File: src/cdc_pkg.sv
package cdc_pkg;

    // ====================
    // Basic types
    // ====================

    typedef logic [7:0] byte_t;

    // ====================
    // Frame constants
    // ====================

    // Host to device frame header
    localparam byte_t RX_HDR_0 = 8'hAA;
    localparam byte_t RX_HDR_1 = 8'h55;

    // Device to host upload header
    localparam byte_t TX_HDR_0 = 8'hAA;
    localparam byte_t TX_HDR_1 = 8'h44;

    // Command codes
    localparam byte_t CMD_PWM_SET     = 8'h01;
    localparam byte_t CMD_METER_START = 8'h02;

    // Expected payload lengths of the two commands
    localparam logic [15:0] PWM_SET_LEN     = 16'd2;
    localparam logic [15:0] METER_START_LEN = 16'd3;

    // Upload framing
    localparam byte_t METER_SOURCE       = 8'h0A;
    localparam byte_t UPLOAD_LEN         = 8'd4;
    localparam int    UPLOAD_FRAME_BYTES = 9;

    // ====================
    // Datapath sizes
    // ====================

    localparam int NUM_PWM   = 8;
    localparam int NUM_DSM   = 8;
    localparam int PWM_SEL_W = $clog2(NUM_PWM);
    localparam int DSM_SEL_W = $clog2(NUM_DSM);

    // Requests below this are raised to it
    localparam logic [15:0] METER_MIN_WINDOW = 16'd16;

    // ====================
    // Bus structs
    // ====================

    typedef struct packed {
        logic        start;
        logic        data_valid;
        logic        done;
        byte_t       cmd_type;
        logic [15:0] length;
        logic [15:0] index;
        byte_t       data;
    } cmd_bus_t;

    typedef struct packed {
        logic        valid;
        logic [15:0] high_count;
        logic [15:0] edge_count;
    } meter_result_t;

    // Checksum is the 8-bit wrapping sum of every byte between header and checksum
    function automatic byte_t csum_add(input byte_t acc, input byte_t value);
        return acc + value;
    endfunction

endpackage

File: src/command_dispatcher.sv
module command_dispatcher (
    input  logic              clk,
    input  logic              rst_n,
    input  cdc_pkg::byte_t    usb_data,
    input  logic              usb_data_valid,
    output cdc_pkg::cmd_bus_t cmd_bus
);

    typedef enum logic [2:0] {
        ST_HDR0,
        ST_HDR1,
        ST_TYPE,
        ST_LEN_H,
        ST_LEN_L,
        ST_PAYLOAD,
        ST_CSUM
    } state_e;

    state_e         state;
    logic           valid_d;
    logic           byte_take;
    cdc_pkg::byte_t rx_type;
    cdc_pkg::byte_t len_h;
    logic [15:0]    frame_len;
    logic [15:0]    remaining;
    cdc_pkg::byte_t csum;
    cdc_pkg::byte_t csum_next;

    // ====================
    // Byte edge detection
    // ====================

    always_ff @(posedge clk or negedge rst_n) begin
        if (!rst_n) begin
            valid_d <= 1'b0;
        end else begin
            valid_d <= usb_data_valid;
        end
    end

    // One byte per rising edge of the host valid
    assign byte_take = usb_data_valid & ~valid_d;

    assign frame_len = {len_h, usb_data};
    assign csum_next = cdc_pkg::csum_add(csum, usb_data);

    // ====================
    // Frame parser
    // ====================

    always_ff @(posedge clk or negedge rst_n) begin
        if (!rst_n) begin
            state     <= ST_HDR0;
            rx_type   <= '0;
            len_h     <= '0;
            remaining <= '0;
            csum      <= '0;
            cmd_bus   <= '0;
        end else begin
            // Strobes last one cycle
            cmd_bus.start      <= 1'b0;
            cmd_bus.data_valid <= 1'b0;
            cmd_bus.done       <= 1'b0;

            if (byte_take) begin
                case (state)
                    ST_HDR0: begin
                        if (usb_data == cdc_pkg::RX_HDR_0) begin
                            state <= ST_HDR1;
                        end
                    end
                    ST_HDR1: begin
                        // A repeated first header byte keeps us aligned
                        if (usb_data == cdc_pkg::RX_HDR_1) begin
                            state <= ST_TYPE;
                        end else if (usb_data != cdc_pkg::RX_HDR_0) begin
                            state <= ST_HDR0;
                        end
                    end
                    ST_TYPE: begin
                        rx_type <= usb_data;
                        csum    <= usb_data;
                        state   <= ST_LEN_H;
                    end
                    ST_LEN_H: begin
                        len_h <= usb_data;
                        csum  <= csum_next;
                        state <= ST_LEN_L;
                    end
                    ST_LEN_L: begin
                        csum             <= csum_next;
                        remaining        <= frame_len;
                        cmd_bus.start    <= 1'b1;
                        cmd_bus.cmd_type <= rx_type;
                        cmd_bus.length   <= frame_len;
                        // Empty payload skips straight to the checksum
                        state <= (frame_len == 16'd0) ? ST_CSUM : ST_PAYLOAD;
                    end
                    ST_PAYLOAD: begin
                        csum               <= csum_next;
                        cmd_bus.data_valid <= 1'b1;
                        cmd_bus.data       <= usb_data;
                        cmd_bus.index      <= cmd_bus.length - remaining;
                        remaining          <= remaining - 16'd1;
                        if (remaining == 16'd1) begin
                            state <= ST_CSUM;
                        end
                    end
                    ST_CSUM: begin
                        // Bad checksum just drops the frame
                        cmd_bus.done <= (usb_data == csum);
                        state        <= ST_HDR0;
                    end
                    default: begin
                        state <= ST_HDR0;
                    end
                endcase
            end
        end
    end

endmodule

File: src/pwm_bank.sv
module pwm_bank (
    input  logic                          clk,
    input  logic                          rst_n,
    input  cdc_pkg::cmd_bus_t             cmd_bus,
    output logic [cdc_pkg::NUM_PWM-1:0]   pwm_pins
);

    logic [7:0]                           cnt;
    logic [cdc_pkg::NUM_PWM-1:0][7:0]     duty;
    logic                                 own;
    logic                                 pending;
    logic [cdc_pkg::PWM_SEL_W-1:0]        stage_ch;
    cdc_pkg::byte_t                       stage_duty;
    logic [cdc_pkg::PWM_SEL_W-1:0]        pend_ch;
    cdc_pkg::byte_t                       pend_duty;

    // ====================
    // Control
    // ====================

    always_ff @(posedge clk or negedge rst_n) begin
        if (!rst_n) begin
            cnt     <= '0;
            duty    <= '0;
            own     <= 1'b0;
            pending <= 1'b0;
        end else begin
            cnt <= cnt + 8'd1;

            // Claim the command on start, by type and length
            if (cmd_bus.start) begin
                own <= (cmd_bus.cmd_type == cdc_pkg::CMD_PWM_SET) &&
                       (cmd_bus.length == cdc_pkg::PWM_SET_LEN);
            end

            // Duty changes only at the counter wrap, never mid period
            if (pending && cnt == 8'hFF) begin
                duty[pend_ch] <= pend_duty;
                pending       <= 1'b0;
            end

            if (cmd_bus.done && own) begin
                pending <= 1'b1;
            end
        end
    end

    // Staged bytes and the committed request
    always_ff @(posedge clk) begin
        if (cmd_bus.data_valid && own) begin
            if (cmd_bus.index == 16'd0) begin
                stage_ch <= cmd_bus.data[cdc_pkg::PWM_SEL_W-1:0];
            end
            if (cmd_bus.index == 16'd1) begin
                stage_duty <= cmd_bus.data;
            end
        end
        if (cmd_bus.done && own) begin
            pend_ch   <= stage_ch;
            pend_duty <= stage_duty;
        end
    end

    // High for duty cycles out of 256
    always_comb begin
        for (int i = 0; i < cdc_pkg::NUM_PWM; i++) begin
            pwm_pins[i] = (cnt < duty[i]);
        end
    end

endmodule

File: src/signal_meter.sv
module signal_meter (
    input  logic                          clk,
    input  logic                          rst_n,
    input  cdc_pkg::cmd_bus_t             cmd_bus,
    input  logic [cdc_pkg::NUM_DSM-1:0]   dsm_signal,
    output cdc_pkg::meter_result_t        result
);

    logic [cdc_pkg::NUM_DSM-1:0]   sync1;
    logic [cdc_pkg::NUM_DSM-1:0]   sync2;
    logic                          own;
    logic                          running;
    logic                          res_valid;
    logic [cdc_pkg::DSM_SEL_W-1:0] stage_ch;
    logic [cdc_pkg::DSM_SEL_W-1:0] sel_ch;
    logic [15:0]                   stage_win;
    logic [15:0]                   eff_win;
    logic [15:0]                   remaining;
    logic [15:0]                   high_count;
    logic [15:0]                   edge_count;
    logic                          prev;
    logic                          cur;

    assign eff_win = (stage_win < cdc_pkg::METER_MIN_WINDOW) ?
                     cdc_pkg::METER_MIN_WINDOW : stage_win;
    assign cur     = sync2[sel_ch];

    // Channel and window bytes, window high byte first
    always_ff @(posedge clk) begin
        if (cmd_bus.data_valid && own) begin
            case (cmd_bus.index)
                16'd0:   stage_ch        <= cmd_bus.data[cdc_pkg::DSM_SEL_W-1:0];
                16'd1:   stage_win[15:8] <= cmd_bus.data;
                16'd2:   stage_win[7:0]  <= cmd_bus.data;
                default: ;
            endcase
        end
    end

    always_ff @(posedge clk or negedge rst_n) begin
        if (!rst_n) begin
            sync1      <= '0;
            sync2      <= '0;
            own        <= 1'b0;
            running    <= 1'b0;
            res_valid  <= 1'b0;
            sel_ch     <= '0;
            remaining  <= '0;
            high_count <= '0;
            edge_count <= '0;
            prev       <= 1'b0;
        end else begin
            sync1     <= dsm_signal;
            sync2     <= sync1;
            res_valid <= 1'b0;

            if (cmd_bus.start) begin
                own <= (cmd_bus.cmd_type == cdc_pkg::CMD_METER_START) &&
                       (cmd_bus.length == cdc_pkg::METER_START_LEN);
            end

            // ====================
            // Measurement window
            // ====================
            if (running) begin
                prev      <= cur;
                remaining <= remaining - 16'd1;
                if (cur && high_count != 16'hFFFF) begin
                    high_count <= high_count + 16'd1;
                end
                if (cur && !prev && edge_count != 16'hFFFF) begin
                    edge_count <= edge_count + 16'd1;
                end
                if (remaining == 16'd1) begin
                    running   <= 1'b0;
                    res_valid <= 1'b1;
                end
            end

            // A good new command restarts any window in progress
            if (cmd_bus.done && own) begin
                running    <= 1'b1;
                res_valid  <= 1'b0;
                sel_ch     <= stage_ch;
                remaining  <= eff_win;
                high_count <= '0;
                edge_count <= '0;
                prev       <= sync2[stage_ch];
            end
        end
    end

    assign result.valid      = res_valid;
    assign result.high_count = high_count;
    assign result.edge_count = edge_count;

endmodule

File: src/upload_framer.sv
module upload_framer (
    input  logic                   clk,
    input  logic                   rst_n,
    input  cdc_pkg::meter_result_t result,
    output cdc_pkg::byte_t         usb_upload_data,
    output logic                   usb_upload_valid
);

    logic           active;
    logic [3:0]     step;
    cdc_pkg::byte_t csum;
    logic [15:0]    high_cap;
    logic [15:0]    edge_cap;

    // Counts are held for the whole frame
    always_ff @(posedge clk) begin
        if (result.valid) begin
            high_cap <= result.high_count;
            edge_cap <= result.edge_count;
        end
    end

    // ====================
    // Byte sequencer
    // ====================

    always_ff @(posedge clk or negedge rst_n) begin
        if (!rst_n) begin
            active <= 1'b0;
            step   <= '0;
            csum   <= '0;
        end else begin
            if (result.valid) begin
                active <= 1'b1;
                step   <= '0;
                csum   <= '0;
            end else if (active) begin
                step <= step + 4'd1;
                // Source, length and the four count bytes go into the sum
                if (step >= 4'd2 && step <= 4'd7) begin
                    csum <= cdc_pkg::csum_add(csum, usb_upload_data);
                end
                if (step == 4'(cdc_pkg::UPLOAD_FRAME_BYTES - 1)) begin
                    active <= 1'b0;
                end
            end
        end
    end

    always_comb begin
        case (step)
            4'd0:    usb_upload_data = cdc_pkg::TX_HDR_0;
            4'd1:    usb_upload_data = cdc_pkg::TX_HDR_1;
            4'd2:    usb_upload_data = cdc_pkg::METER_SOURCE;
            4'd3:    usb_upload_data = cdc_pkg::UPLOAD_LEN;
            4'd4:    usb_upload_data = high_cap[15:8];
            4'd5:    usb_upload_data = high_cap[7:0];
            4'd6:    usb_upload_data = edge_cap[15:8];
            4'd7:    usb_upload_data = edge_cap[7:0];
            default: usb_upload_data = csum;
        endcase
    end

    assign usb_upload_valid = active;

endmodule

File: src/cdc_top.sv
module cdc_top (
    input  logic                          clk,
    input  logic                          rst_n,
    input  cdc_pkg::byte_t                usb_data,
    input  logic                          usb_data_valid,
    input  logic [cdc_pkg::NUM_DSM-1:0]   dsm_signal,
    output logic [cdc_pkg::NUM_PWM-1:0]   pwm_pins,
    output cdc_pkg::byte_t                usb_upload_data,
    output logic                          usb_upload_valid
);

    cdc_pkg::cmd_bus_t      cmd_bus;
    cdc_pkg::meter_result_t meter_result;

    // Frame parser and command bus source
    command_dispatcher u_dispatcher (
        .clk            (clk),
        .rst_n          (rst_n),
        .usb_data       (usb_data),
        .usb_data_valid (usb_data_valid),
        .cmd_bus        (cmd_bus)
    );

    // ====================
    // Handlers
    // ====================

    pwm_bank u_pwm (
        .clk      (clk),
        .rst_n    (rst_n),
        .cmd_bus  (cmd_bus),
        .pwm_pins (pwm_pins)
    );

    signal_meter u_meter (
        .clk        (clk),
        .rst_n      (rst_n),
        .cmd_bus    (cmd_bus),
        .dsm_signal (dsm_signal),
        .result     (meter_result)
    );

    // Upload path back to the host
    upload_framer u_framer (
        .clk              (clk),
        .rst_n            (rst_n),
        .result           (meter_result),
        .usb_upload_data  (usb_upload_data),
        .usb_upload_valid (usb_upload_valid)
    );

endmodule

File: config.mk
export PLATFORM = sky130hd
export DESIGN_NAME = cdc_top
export DESIGN_NICKNAME = d
export VERILOG_FILES = /design/src/cdc_pkg.sv /design/src/command_dispatcher.sv /design/src/pwm_bank.sv /design/src/signal_meter.sv /design/src/upload_framer.sv /design/src/cdc_top.sv
export SDC_FILE = /design/constraint.sdc
export NUM_CORES = 1
export LEC_CHECK = 0
export BUFFER_PORTS_ARGS = -buffer_cell sky130_fd_sc_hd__buf_2
export CORE_MARGIN = 2
export CORE_UTILIZATION = 30
export CTS_CLUSTER_SIZE = 14
export DETAILED_ROUTE_END_ITERATION = 7
export GPL_TIMING_DRIVEN = 0
export PLACE_DENSITY = 0.4
export SYNTH_ARGS = -nofsm -noshare
export SYNTH_HDL_FRONTEND = slang
export SYNTH_HIERARCHICAL = 1
export SYNTH_SLANG_ARGS = --single-unit
File: constraint.sdc
create_clock -name clk -period 7.54 [get_ports clk]
set_clock_uncertainty 0.1 [all_clocks]
set_input_delay 1.508 -clock clk [delete_from_list [all_inputs] [get_ports clk]]
set_output_delay 1.508 -clock clk [all_outputs]
set_load 0.01 [all_outputs]
==> results of run 1 <==
## layout by cell type, fill, tap and decap left out, types with 11 or more instances in the layout
| cell type | instances |
|---|---|
| dfrtp_1 | 253 |
| nand2_1 | 127 |
| mux2_2 | 113 |
| o21ai_0 | 109 |
| inv_1 | 107 |
| ha_1 | 96 |
| a21oi_1 | 91 |
| nor2_1 | 78 |
| edfxtp_1 | 73 |
| buf_2 | 48 |
| clkbuf_1 | 45 |
| clkbuf_16 | 41 |
| nor3_1 | 32 |
| nor4_1 | 30 |
| nand3_1 | 27 |
| xor2_1 | 23 |
| xnor2_1 | 22 |
| o31ai_1 | 20 |
| nand4_1 | 20 |
| or4_1 | 16 |
| nand2b_1 | 15 |
| nor3b_1 | 13 |
| and3_1 | 11 |
## cells by family after synthesis
family / count (synthesis) / synth area share
AND/OR/NAND/NOR: 438 / 0.149
adder cells (fa/ha/maj): 99 / 0.0754
multiplexers: 121 / 0.0823
AO/OA/AOI/OAI: 330 / 0.122
XOR/XNOR: 45 / 0.0236
flip-flops: 326 / 0.509
buffers and inverters: 160 / 0.0390
## registers in the layout, indices dropped and copies added, names as in the netlist, 16 cells and up
name                    flops
u_meter/high_count         16
u_meter/stage_win          16
u_framer/edge_cap          16
u_dispatcher/cmd_bus       51
u_dispatcher/remaining     16
u_meter/remaining          16
u_meter/edge_count         16
u_framer/high_cap          16
u_pwm/duty                 64
## worst min path at each step
stage / depth (start not counted) / end / start
final: 0 / u_meter/sync2[4] / u_meter/sync1[4]
after global routing: 0 / u_meter/sync2[4] / u_meter/sync1[4]
after CTS: 0 / u_meter/sync2[4] / u_meter/sync1[4]
after detailed placement: 0 / u_meter/sync2[6] / u_meter/sync1[6]
after global placement: 0 / u_meter/sync2[2] / u_meter/sync1[2]
after floorplan: 0 / u_meter/sync2[0] / u_meter/sync1[0]
## critical path, stage by stage (launching register included)
cell and delay (ps):
dfrtp_1 450, inv_1 110, ha_1 170, buf_2 220
nor2_1 100, a21oi_1 230, buf_2 280, o221ai_1 200
o21a_1 160, buf_2 140
## per-stage QoR
stage / worst slack, ps / hold slack [ps] / instances / utilization / TNS, ps
finish: 3320 / 245 / 2377 / 0.348 / 0
detailed placement: 3670 / 236 / 2304 / 0.325 / 0
global route: 3050 / 250 / 2377 / 0.348 / 0
global placement: -383 / 234 / 2302 / 0.324 / -85550
CTS: 3240 / 244 / 2377 / 0.348 / 0
floorplan: 4280 / 231 / 1519 / - / 0
## report_power, final
group | internal [mW] | switching, mW | total (mW)
clock network | 1.10 | 0.768 | 1.86
logic | 0.592 | 0.779 | 1.37
registers | 2.06 | 0.263 | 2.32
## area by class of cell
cell class,instances,area share
plain buffers,52,0.0129
repair buffers,37,0.0125
multi-input cells,1033,0.394
inverters,108,0.0212
clock inverters,15,0.00738
well taps,748,0.0488
clock buffers,58,0.0579
flip-flops and latches,326,0.445
## layer usage
metal	up-vias	track usage	wire length, µm
met3	54	0.0209	1160
li1	5717	-	-
met4	0	0.0474	923
met5	-	0	0
met2	142	0.258	20400
met1	5689	0.208	20300
==> results.yml, run 1 <==
critical_path:
  arrival_ps: 2610
  reg2reg_from: "u_framer/step[0]"
  criticalPathCategory: "register to primary output"
  start_kind: "register"
  crit_end: "usb_upload_data[3]"
  r2r_slack_ps: 3930
  cp-end-kind: "primary output"
  cp.required_ps: 5930
  reg2reg_depth: 16
  crit_fanout: 10
  timing.rr.end: "u_framer/csum[6]"
  crit_start: "u_framer/step[0]"
routing:
  routed_via_density: 4.88
  drt-total-wl_um: 42800
  drt_iter0_markers: 537
  ant_nets: 0
  wl_per_cell_um: 18.0
  vias: 11600
  dr.pass1.iters: 5
  drcViolationCount: 0
outcome:
  status: "complete, no violations"
logic_synthesis:
  synth_top_area_cell: "dfrtp_1"
  yosysSeqAreaShare: 0.509
  synth-seq-cells: 326
  synth_top_cells_by_area: "dfrtp_1 38%, edfxtp_1 13%, mux2_2 7.6%"
  yosysTopAreaCellShare: 0.378
  synth_commonest_cells: "253 x dfrtp_1, 127 x nand2_1, 113 x mux2_2, 109 x o21ai_0, 107 x inv_1"
  syn_avg_cell_area_um2: 11.0
  ys_async_sr_fraction: 0.776
  ys.warnings.count: 6
  synthesis.area_um2: 16700
  synth_edf_count: 73
  synth.distinct_cells: 86
  synth_fp_nets: 1637
  synth_most_common_cell: "dfrtp_1"
  netlist_instances: 1519
  synth_ff_type: "dfrtp_1"
global_route:
  grt_overflow: 0
  grtUsageTotal: 0.154
  antenna_found_initial: 1
  grt_max_degree: 109
  grt_first_pass_wirelength_um: 69100
  grt_pass1_vias: 11900
clocking:
  cts_buffers: 41
  clk_pin_slew_ps: 60
  htree_levels: 2
  clockBufferDepth: 3
  insertion_delay_ps: 550
  cts_sinks: 326
  postCtsSetupBuffers: 0
  clockRootBuffer: "clkbuf_16"
  cts-resized-gates: 0
  holdBufCountCts: 0
  cts_tree: "done"
placed_design:
  finalWeightedCongestion: 0.772
  port_buffers: 35
  dpl-instance-area_um2: 17900
  place_hpwl_um: 29600
finish:
  finalInstanceArea_um2: 19200
  drive_gt1_frac: 0.165
  register_area_um2: 8520
  areaGrowthSynthToFinish_pct: 14.5
  fillCellCount: 5602
  final_nets: 1717
  diodes: 0
  multiInputGateArea_um2: 7560
timing:
  rsz0062_at_grt: "no"
  post-route-period-util: 0.560
  final.min_clock_period_ps: 4220
  worstMarginPinSlew_ps: 1300
  finalSetupViolations: 0
  slew_headroom: 0.125
  fmax_ghz: 0.237
  slew_violations: 0
  timing.final.hold_violations: 0
pwr:
  finalPower_mw: 5.56
  power_density_nw_per_um2: 290
  vdd_ir_drop_max_mv: 0.158
  p_leak_nw: 7.97
hold_path:
  holdCritPathClass: "register to register"
floorplanning:
  rows: 86
  die_area_um2: 57700
  die_h_um: 240
  dieWidth_um: 240
  io_pins: 36
  initial_core_util: 0.304
  design.core.area_um2: 55100
flow_run:
  maxCapViolations: 0
No activity file was read; power rests on OpenSTA's default activity.
==> run 2: changes to the inputs <==
==> constraint.sdc (replaced) <==
create_clock -name clk -period 3.9 [get_ports clk]
set_clock_uncertainty 0.1 [all_clocks]
set_input_delay 0.78 -clock clk [delete_from_list [all_inputs] [get_ports clk]]
set_output_delay 0.78 -clock clk [all_outputs]
set_load 0.01 [all_outputs]
==> results.yml, run 2 (synthesis gave the netlist of run 1 again) <==
placed_design:
  dpl-instance-area_um2: 17900
  place_hpwl_um: 29600
  dp.cells: 2304
  port_buffers: 35
  finalWeightedCongestion: 0.772
clocking:
  clockBufferDepth: 3
  cts_sinks: 326
  cts_buffers: 41
  clk_pin_slew_ps: 60
  htree_levels: 2
  clockRootBuffer: "clkbuf_16"
  cts_tree: "done"
  insertion_delay_ps: 550
timing:
  finalSetupViolations: 0
  slew_headroom: 0.125
  timing.final.hold_violations: 0
  post-route-period-util: 0.903
  worstMarginPinSlew_ps: 1300
  fmax_ghz: 0.284
  rsz0062_at_grt: "no"
  hold_slack_ps: 17.5
  slew_violations: 0
  final.min_clock_period_ps: 3520
routing:
  drcViolationCount: 0
  drt-total-wl_um: 42800
  dr.pass1.iters: 5
  routed_via_density: 4.89
  ant_nets: 0
  vias: 11600
  wl_per_cell_um: 18.0
  drt_iter0_markers: 537
global_route:
  antenna_found_initial: 1
  grt_max_degree: 109
  grt_first_pass_wirelength_um: 69100
  grtUsageTotal: 0.154
  grt_overflow: 0
  grt_pass1_vias: 11900
finish:
  top_register: "u_pwm/duty"
  final_common_cell: "dfrtp_1"
  register_area_um2: 8520
  diodes: 0
  fillCellCount: 5602
  final_nets: 1717
  areaGrowthSynthToFinish_pct: 14.5
  layout_common_cells: "252 x dfrtp_1, 127 x nand2_1, 113 x mux2_2"
  largest_reg_flops: 64
  multiInputGateArea_um2: 7560
  reg_top3: "u_pwm/duty: 64 flops, u_dispatcher/cmd_bus: 51 flops"
  fin_cells: 2377
  finalInstanceArea_um2: 19200
  drive_gt1_frac: 0.166
flow_run:
  maxCapViolations: 0
critical_path:
  arrival_ps: 3860
  start_kind: "register"
  crit_fanout: 10
  criticalPathCategory: "register to register"
  r2r_slack_ps: 380
  reg2reg_from: "u_framer/step[1]"
  reg2reg_depth: 16
  cp.required_ps: 4240
  cp-end-kind: "register"
  timing.rr.end: "u_framer/csum[6]"
floorplanning:
  die_area_um2: 57700
  io_pins: 36
  dieWidth_um: 240
  die_h_um: 240
  initial_core_util: 0.304
  rows: 86
  design.core.area_um2: 55100
pwr:
  vdd_ir_drop_max_mv: 0.303
  p_leak_nw: 7.97
  power_density_nw_per_um2: 561
hold_path:
  holdCritPathClass: "input pin to asynchronous set/reset pin"
outcome:
  status: "complete, no violations"
-- run 2: layout make-up --
cell class,instances,share of cell area
sequential,326,0.445
multi-input combinational,1033,0.394
clock buffer,58,0.0579
tap,748,0.0488
inverter,108,0.0212
buffer,52,0.0129
timing repair buffer,37,0.0125
clock inverter,15,0.00738
-- run 2: layer usage --
layer  track usage  up-vias  part of all wire
met1         0.208     5696              0.47
met4        0.0474        0             0.022
li1              -     5716                 -
met3        0.0209       54             0.029
met5             0        -                 0
met2         0.258      147              0.48
-- run 2: timing repair --
item | 4_1_cts | 5_1_grt
endpoints found under the setup margin | 0 | 1
gates resized for setup | 0 | 2
buffers inserted | 0 | 0
hold buffers | 0 | 0
-- run 2: how the worst max path moves through the flow --
stage	from	end	cells past startpoint
2_1_floorplan	u_framer/step[0]	u_framer/csum[6]	16
3_3_place_gp	rst_n	u_dispatcher/csum[4]	1
3_5_place_dp	u_framer/step[0]	u_framer/csum[6]	16
4_1_cts	u_framer/step[0]	u_framer/csum[6]	16
5_1_grt	u_framer/step[1]	u_framer/csum[6]	16
6_report	u_framer/step[1]	u_framer/csum[6]	16
-- run 2: metrics by stage --
stage	utilization	setup TNS (ps)	total power, mW	setup WS, ps
floorplan	-	0	6.37	643
global placement	0.324	-822290	7.20	-3290
detailed placement	0.325	0	7.23	284
CTS	0.348	0	10.9	256
global route	0.348	0	11.5	50.4
finish	0.348	0	10.7	377
-- run 2: power by group --
part / switching (mW) / total [mW] / internal [mW]
sequential: 0.507 / 4.49 / 3.98
clock: 1.48 / 3.60 / 2.12
combinational: 1.51 / 2.65 / 1.14
total: 3.50 / 10.7 / 7.24
-- run 2: critical path, stage by stage (launching register included) --
cell and delay (ps):
dfrtp_1 440, inv_1 90, ha_1 200, buf_2 190, nor2_2 140, a21oi_1 120
buf_2 210, o22ai_1 230, ha_1 250, inv_1 70, fa_1 440, nor2b_4 140
o21ai_2 60, a21boi_1 200, o21a_1 160, o21ai_0 90, a32o_1 260
